`src/hw/icm_rsp_pkg.sv`:
```
// shared widths, state encoding and bus structs for the ICM response stage
// sized for the MTT cache only, one 64-bit entry per response
// a reorder slot always holds two entry halves plus a collected count
// struct field order matches the packed bus layout, high bits first

package icm_rsp_pkg;

    // entry and address widths
    localparam int entry_width     = 64;
    localparam int phys_addr_width = 32;
    localparam int icm_addr_width  = 32;

    // 32 outstanding request tags
    localparam int req_tag_width   = 5;

    // wide enough for index 0..1 and a count up to 2
    localparam int count_width     = 2;

    // DMA head length field
    localparam int dma_len_width   = 32;

    // one entry per DMA read
    localparam int entry_bytes     = entry_width / 8;

    typedef enum logic [1:0] {
        st_idle = 2'd0,
        st_hit  = 2'd1,
        st_miss = 2'd2,
        st_dma  = 2'd3
    } rsp_state_e;

    // descriptor forwarded to the hit or miss queue
    typedef struct packed {
        logic [count_width-1:0]     count_max;
        logic [count_width-1:0]     count_index;
        logic [req_tag_width-1:0]   req_tag;
        logic [phys_addr_width-1:0] phys_addr;
        logic [icm_addr_width-1:0]  icm_addr;
    } req_desc_t;

    // lookup response head, hit flag on top
    typedef struct packed {
        logic      hit;
        req_desc_t desc;
    } rsp_head_t;

    // reorder buffer slot
    // index 1 lands in upper, index 0 in lower
    typedef struct packed {
        logic [count_width-1:0] collected;
        logic [entry_width-1:0] upper;
        logic [entry_width-1:0] lower;
    } rob_slot_t;

    // single-beat DMA read request head
    typedef struct packed {
        logic [phys_addr_width-1:0] phys_addr;
        logic [dma_len_width-1:0]   len;
    } dma_head_t;

endpackage
```
`src/hw/icm_rsp_top.sv`:
```
// ICM translation cache response stage, MTT entries only
// takes one lookup response at a time through a valid/ready handshake
// hits go to the hit queue and the reorder buffer, misses to the miss queue
// and a single-beat DMA read
// the reorder memory itself sits outside and must have asynchronous read

module icm_rsp_top (
    input  logic                                  clk,
    input  logic                                  rst,

    // lookup response
    input  logic                                  rsp_valid,
    input  icm_rsp_pkg::rsp_head_t                rsp_head,
    input  logic [icm_rsp_pkg::entry_width-1:0]   rsp_data,
    output logic                                  rsp_ready,

    // reorder buffer
    output logic                                  rob_wen,
    output logic [icm_rsp_pkg::req_tag_width-1:0] rob_addr,
    output icm_rsp_pkg::rob_slot_t                rob_din,
    input  icm_rsp_pkg::rob_slot_t                rob_dout,

    // hit queue
    output logic                                  hit_wr_en,
    output icm_rsp_pkg::req_desc_t                hit_din,
    input  logic                                  hit_prog_full,

    // miss queue
    output logic                                  miss_wr_en,
    output icm_rsp_pkg::req_desc_t                miss_din,
    input  logic                                  miss_prog_full,

    // DMA read request
    output logic                                  dma_req_valid,
    output icm_rsp_pkg::dma_head_t                dma_req_head,
    output logic                                  dma_req_last,
    input  logic                                  dma_req_ready
);

    logic                   capture;
    logic                   commit;
    icm_rsp_pkg::req_desc_t cur_desc;

    icm_rsp_ctrl u_ctrl (
        .clk            (clk),
        .rst            (rst),
        .rsp_valid      (rsp_valid),
        .rsp_head       (rsp_head),
        .rsp_ready      (rsp_ready),
        .capture        (capture),
        .commit         (commit),
        .cur_desc       (cur_desc),
        .hit_wr_en      (hit_wr_en),
        .hit_din        (hit_din),
        .hit_prog_full  (hit_prog_full),
        .miss_wr_en     (miss_wr_en),
        .miss_din       (miss_din),
        .miss_prog_full (miss_prog_full),
        .dma_req_valid  (dma_req_valid),
        .dma_req_head   (dma_req_head),
        .dma_req_last   (dma_req_last),
        .dma_req_ready  (dma_req_ready)
    );

    // data path for hit entries
    icm_entry_merge u_merge (
        .clk      (clk),
        .rst      (rst),
        .capture  (capture),
        .commit   (commit),
        .cur_desc (cur_desc),
        .rsp_data (rsp_data),
        .rob_wen  (rob_wen),
        .rob_addr (rob_addr),
        .rob_din  (rob_din),
        .rob_dout (rob_dout)
    );

endmodule

```
`src/hw/icm_entry_merge.sv`:
```
// merges a hit entry into its two-half reorder buffer slot
// assumes an asynchronous-read reorder memory addressed by rob_addr
// rob_addr follows cur_desc, so the old slot is already on rob_dout at commit
// count_index 0 fills the lower half, 1 the upper half, anything else clears
// the slot

module icm_entry_merge (
    input  logic                                clk,
    input  logic                                rst,

    // strobes and descriptor from control
    input  logic                                capture,
    input  logic                                commit,
    input  icm_rsp_pkg::req_desc_t              cur_desc,

    // entry returned with the response
    input  logic [icm_rsp_pkg::entry_width-1:0] rsp_data,

    // reorder buffer port
    output logic                                rob_wen,
    output logic [icm_rsp_pkg::req_tag_width-1:0] rob_addr,
    output icm_rsp_pkg::rob_slot_t              rob_din,
    input  icm_rsp_pkg::rob_slot_t              rob_dout
);

    logic [icm_rsp_pkg::entry_width-1:0] data_q;

    // set between capture and commit of a hit
    logic                                entry_pending;

    always_ff @(posedge clk) begin
        if (capture) begin
            data_q <= rsp_data;
        end
    end

    // misses capture too but never commit, so a later capture restarts it
    always_ff @(posedge clk or posedge rst) begin
        if (rst) begin
            entry_pending <= 1'b0;
        end else if (capture) begin
            entry_pending <= 1'b1;
        end else if (commit) begin
            entry_pending <= 1'b0;
        end
    end

    assign rob_addr = cur_desc.req_tag;
    assign rob_wen  = commit;

    // read-modify-write of the slot on rob_dout
    always_comb begin
        rob_din = '0;
        if (commit) begin
            case (cur_desc.count_index)
                2'd0: begin
                    rob_din.collected = rob_dout.collected + 1'b1;
                    rob_din.upper     = rob_dout.upper;
                    rob_din.lower     = data_q;
                end
                2'd1: begin
                    rob_din.collected = rob_dout.collected + 1'b1;
                    rob_din.upper     = data_q;
                    rob_din.lower     = rob_dout.lower;
                end
                default: begin
                    // out of range index leaves an empty slot
                    rob_din = '0;
                end
            endcase
        end
    end

    // a slot write needs an entry captured since the last commit
    a_wen_in_commit: assert property (
        @(posedge clk) disable iff (rst)
        rob_wen |-> entry_pending
    );

endmodule

```
`src/hw/icm_rsp_ctrl.sv`:
```
// control for the ICM response stage, one response in flight at a time
// rsp_ready is high only in idle, so a new response waits for the previous one
// hit and miss queue writes wait while the matching prog_full flag is high
// the miss path issues one single-beat DMA read of entry_bytes bytes
// cur_desc shows the live head in idle and the captured head otherwise

module icm_rsp_ctrl (
    input  logic                   clk,
    input  logic                   rst,

    // lookup response
    input  logic                   rsp_valid,
    input  icm_rsp_pkg::rsp_head_t rsp_head,
    output logic                   rsp_ready,

    // toward the entry merge
    output logic                   capture,
    output logic                   commit,
    output icm_rsp_pkg::req_desc_t cur_desc,

    // hit queue
    output logic                   hit_wr_en,
    output icm_rsp_pkg::req_desc_t hit_din,
    input  logic                   hit_prog_full,

    // miss queue
    output logic                   miss_wr_en,
    output icm_rsp_pkg::req_desc_t miss_din,
    input  logic                   miss_prog_full,

    // DMA read request
    output logic                   dma_req_valid,
    output icm_rsp_pkg::dma_head_t dma_req_head,
    output logic                   dma_req_last,
    input  logic                   dma_req_ready
);

    icm_rsp_pkg::rsp_state_e state;
    icm_rsp_pkg::rsp_state_e state_nxt;

    // head held for the whole life of a response
    icm_rsp_pkg::rsp_head_t  head_q;

    logic                    dma_done;

    assign rsp_ready = (state == icm_rsp_pkg::st_idle);
    assign capture   = rsp_valid && rsp_ready;

    assign dma_done  = dma_req_valid && dma_req_ready;

    always_ff @(posedge clk or posedge rst) begin
        if (rst) begin
            state <= icm_rsp_pkg::st_idle;
        end else begin
            state <= state_nxt;
        end
    end

    always_comb begin
        state_nxt = state;
        case (state)
            icm_rsp_pkg::st_idle: begin
                if (capture) begin
                    // hit flag picks the path
                    if (rsp_head.hit) begin
                        state_nxt = icm_rsp_pkg::st_hit;
                    end else begin
                        state_nxt = icm_rsp_pkg::st_miss;
                    end
                end
            end
            icm_rsp_pkg::st_hit: begin
                if (!hit_prog_full) begin
                    state_nxt = icm_rsp_pkg::st_idle;
                end
            end
            icm_rsp_pkg::st_miss: begin
                if (!miss_prog_full) begin
                    state_nxt = icm_rsp_pkg::st_dma;
                end
            end
            icm_rsp_pkg::st_dma: begin
                if (dma_done) begin
                    state_nxt = icm_rsp_pkg::st_idle;
                end
            end
            default: begin
                state_nxt = icm_rsp_pkg::st_idle;
            end
        endcase
    end

    // response head capture
    always_ff @(posedge clk) begin
        if (capture) begin
            head_q <= rsp_head;
        end
    end

    // merge needs the tag before capture to start the slot read
    assign cur_desc = (state == icm_rsp_pkg::st_idle) ? rsp_head.desc : head_q.desc;

    // queue writes, at most one per response
    assign hit_wr_en  = (state == icm_rsp_pkg::st_hit) && !hit_prog_full;
    assign miss_wr_en = (state == icm_rsp_pkg::st_miss) && !miss_prog_full;
    assign hit_din    = head_q.desc;
    assign miss_din   = head_q.desc;

    // reorder write goes out together with the hit queue write
    assign commit = hit_wr_en;

    // single beat, so last follows valid
    assign dma_req_valid = (state == icm_rsp_pkg::st_dma);
    assign dma_req_last  = dma_req_valid;

    always_comb begin
        dma_req_head.phys_addr = head_q.desc.phys_addr;
        dma_req_head.len       = icm_rsp_pkg::dma_len_width'(icm_rsp_pkg::entry_bytes);
    end

    // a response goes to exactly one queue
    a_one_queue: assert property (
        @(posedge clk) disable iff (rst)
        !(hit_wr_en && miss_wr_en)
    );

    // a stalled DMA request keeps valid and head until taken
    a_dma_hold: assert property (
        @(posedge clk) disable iff (rst)
        (dma_req_valid && !dma_req_ready) |=> (dma_req_valid && $stable(dma_req_head))
    );

endmodule

```
`config.mk`:
```
export PLATFORM = sky130hd
export DESIGN_NAME = icm_rsp_top
export DESIGN_NICKNAME = d
export VERILOG_FILES = /design/src/hw/icm_rsp_pkg.sv /design/src/hw/icm_rsp_top.sv /design/src/hw/icm_entry_merge.sv /design/src/hw/icm_rsp_ctrl.sv
export SDC_FILE = /design/constraint.sdc
export NUM_CORES = 1
export LEC_CHECK = 0
export ABC_AREA = 1
export BUFFER_PORTS_ARGS = -buffer_cell sky130_fd_sc_hd__buf_2
export CORE_AREA = 4 4 244 246
export DETAILED_ROUTE_END_ITERATION = 10
export DIE_AREA = 0 0 248 250
export PLACE_DENSITY = 0.43
export SYNTH_ARGS = -nofsm -noshare
export SYNTH_HDL_FRONTEND = slang
export SYNTH_SLANG_ARGS = --single-unit
export TNS_END_PERCENT = 100
```
`constraint.sdc`:
```
create_clock -name clk -period 9 [get_ports clk]
set_clock_uncertainty 0.15 [all_clocks]
set_input_delay 0.45 -clock clk [delete_from_list [all_inputs] [get_ports clk]]
set_output_delay 0.45 -clock clk [all_outputs]
set_load 0.05 [all_outputs]
```
==> impl_metrics.yaml <==
synth:
  synth_area_sq_um: 7881
  synthCells: 793
  synth_seq_cells: 139
  yosysTopAreaCell: "edfxtp_1"
  yosysUniqueCellTypes: 19
  yosysWarnings: 0
  postSynthAreaPerCell_sq_um: 9.939
  synth_seq_area_share_pct: 52.83
  synth_area_leaders: "edfxtp_1 (52%), buf_4 (17%), nand3_1 (16%)"
  synth_top_area_share_pct: 52.20
placed_design:
  post_dp_cell_area_sq_um: 10470
  dpl.hpwl_microns: 24780
  dp_slack_ns: 4.551
  numPortBuffers: 592
  gp_congestion: 0.8057
detailed_routing:
  drtIter0Drc: 371
  vias: 8159
  ant_nets: 0
  drc: 0
  wl_microns: 34240
  vias_per_cell: 3.800
  avgRoutedWirePerCell_microns: 15.95
  dr.pass1.iters: 5
global_routing:
  grt_pass1_wl_microns: 47870
  track_usage_pct: 10.33
  grt_pass1_vias: 8243
  gr-total-overflow: 0
  grt_max_degree: 152
  antenna_found_initial: 4
worst_setup_path:
  path_buf_inv: 2
  critical_path.max_stage_delay_ns: 0.87
  cp-end-kind: "primary output"
  arrival_ns: 4.33
  slowest_stage: "buf_4"
  critPathRequiredTime_ns: 8.40
  path_class: "register to primary output"
  timing.rr.start: "u_ctrl.state[1]"
  critPathLaunch: "u_ctrl.state[1]"
  cp_top_family: "simple AND/OR/NAND/NOR gates"
  cp_max_fo: 151
  worst-r2r-cell-count: 5
  path_cells: "nor2_1 -> nand2_1 -> nand2_8 -> buf_4 -> nand3_1 -> a21oi_1 -> buf_2"
  critical_path_depth: 7
  critPathLaunchType: "register"
final_layout:
  final_nets: 1639
  syn2layout_area_growth_pct: 57.37
  multiInputGateArea_sq_um: 2297
  regArea_sq_um: 4164
  layout_commonest_cell: "buf_2"
  fillCellCount: 6321
  design_area_sq_um: 12400
  layout-drive-gt1-share_pct: 46.37
  layout_common_cells: "buf_2 (592), nand3_1 (258), edfxtp_1 (137), dlygate4sd3_1 (135), a21oi_1 (129)"
die:
  core.rowCount: 88
  start_util_pct: 13.74
  chipWidth_microns: 248
  die-area_sq_um: 62000
  io_pins: 625
  die_y_microns: 250
  core_sq_um: 57370
power_and_ir_drop:
  ir_worst_vdd_mv: 0.1993
  p_leak_uw: 0.005329
  power_density_nw_per_um2: 297.1
timing:
  setup_tns_ns: 0
  post-route-period-util_pct: 54.78
  slew_violations: 0
  hold_viol_final: 0
  rsz0062_at_grt: "false"
  fin_ws_ns: 4.069
  finalCriticalPeriod_ns: 4.931
  worst_pin_slew_ns: 1.051
  finalSetupViolations: 0
  maxSlewHeadroom_pct: 29.95
  fmax_mhz: 202.8
min_path:
  min_from: "rsp_data[54]"
  whs_path_depth: 1
  hp-class: "primary input to register"
clock_tree:
  cts_buffer_depth: 2
  h-tree-depth: 4
  clock_latency_ns: 0.45
  clock-sinks: 139
  cts_tree: "yes"
  cts_buffers: 17
  root_buffer: "clkbuf_16"
  path_clk_slew_ns: 0.07
flow_run:
  drv_cap: 0
outcome:
  status: "finished, final reports clean"
-- sequential cells by signal, indices dropped and copies added, names as in the netlist --
name	cells
u_ctrl.hit_din	41
u_ctrl.dma_req_head	32
u_ctrl.state	2
u_merge.data_q	64
-- cell families after synthesis --
kind of cell	after synthesis	share of synthesized area, %
other	2	0.09529
AO/OA/AOI/OAI	133	8.446
flip-flops	139	52.83
XOR/XNOR	1	0.1111
AND/OR/NAND/NOR	298	18.70
buffers and inverters	220	19.81
-- synth_stat cells --
cell type and count:
a21oi_1 129, buf_2 9, buf_4 178, buf_6 6
clkbuf_1 14, clkbuf_4 3, conb_1 2, dfrtp_1 2
edfxtp_1 137, inv_1 8, inv_2 2, nand2_1 29
nand2_2 2, nand2_4 2, nand3_1 258, nor2_1 6
nor3_4 1, o21ai_0 4, xnor2_1 1
-- worst register-to-register path: stages, from the launching register on --
cell and delay, ns:
dfrtp_1 0.47, inv_2 0.14, nand2_4 0.11, nor2_4 0.69
buf_4 0.71, buf_4 0.77
-- where the power goes --
| part | switching, uW | internal, uW | total (uW) |
|---|---|---|---|
| Clock | 323 | 390 | 714 |
| Combinational | 1610 | 384 | 1990 |
| Sequential | 96.2 | 885 | 981 |
-- metrics by stage --
step	total power, uW	std cells	util (%)	hold WS, ns
finish	3685	2147	21.62	0.03390
global route	3894	2147	21.62	0.001859
floorplan	2707	823	-	0.04118
global placement	2952	1976	18.25	0.1587
CTS	3750	2143	21.60	0.0005909
detailed placement	2957	1976	18.25	0.1627
-- routing by layer --
| layer | up-vias | part of all wire [%] | global-route usage [%] |
|---|---|---|---|
| met5 | - | 0 | 0 |
| met4 | 0 | 2.0 | 4.094 |
| met3 | 35 | 7.0 | 2.632 |
| met2 | 431 | 53 | 19.07 |
| met1 | 3863 | 38 | 11.17 |
| li1 | 3830 | - | - |
-- cell type report --
cell class / count / share of cell area, %
antenna: 4 / 0.08070
tap: 765 / 7.717
inverter: 10 / 0.3228
clock buffer: 18 / 3.460
clock inverter: 14 / 1.180
timing repair buffer: 733 / 35.15
sequential: 139 / 33.57
multi-input combinational: 464 / 18.52
-- what timing repair did --
| action | in CTS | in global routing |
|---|---|---|
| setup buffers | 0 | 0 |
| gates resized for setup | 0 | 0 |
| endpoints found under the hold margin | 136 | 0 |
| hold buffers | 135 | 0 |
| setup endpoints to repair | 0 | 0 |
-- worst paths after layout --
path	endpoint	slack [ns]
worst max-delay path	rob_din[127]	4.07
worst min-delay path	u_merge.data_q[54]	0.03
worst max register to register	u_merge.data_q[44]	5.51
worst min register to register	u_ctrl.state[1]	0.51
max in group asynchronous	u_ctrl.state[0]	8.33
min in group asynchronous	u_ctrl.state[1]	0.26
No activity file was read; power rests on OpenSTA's default activity.
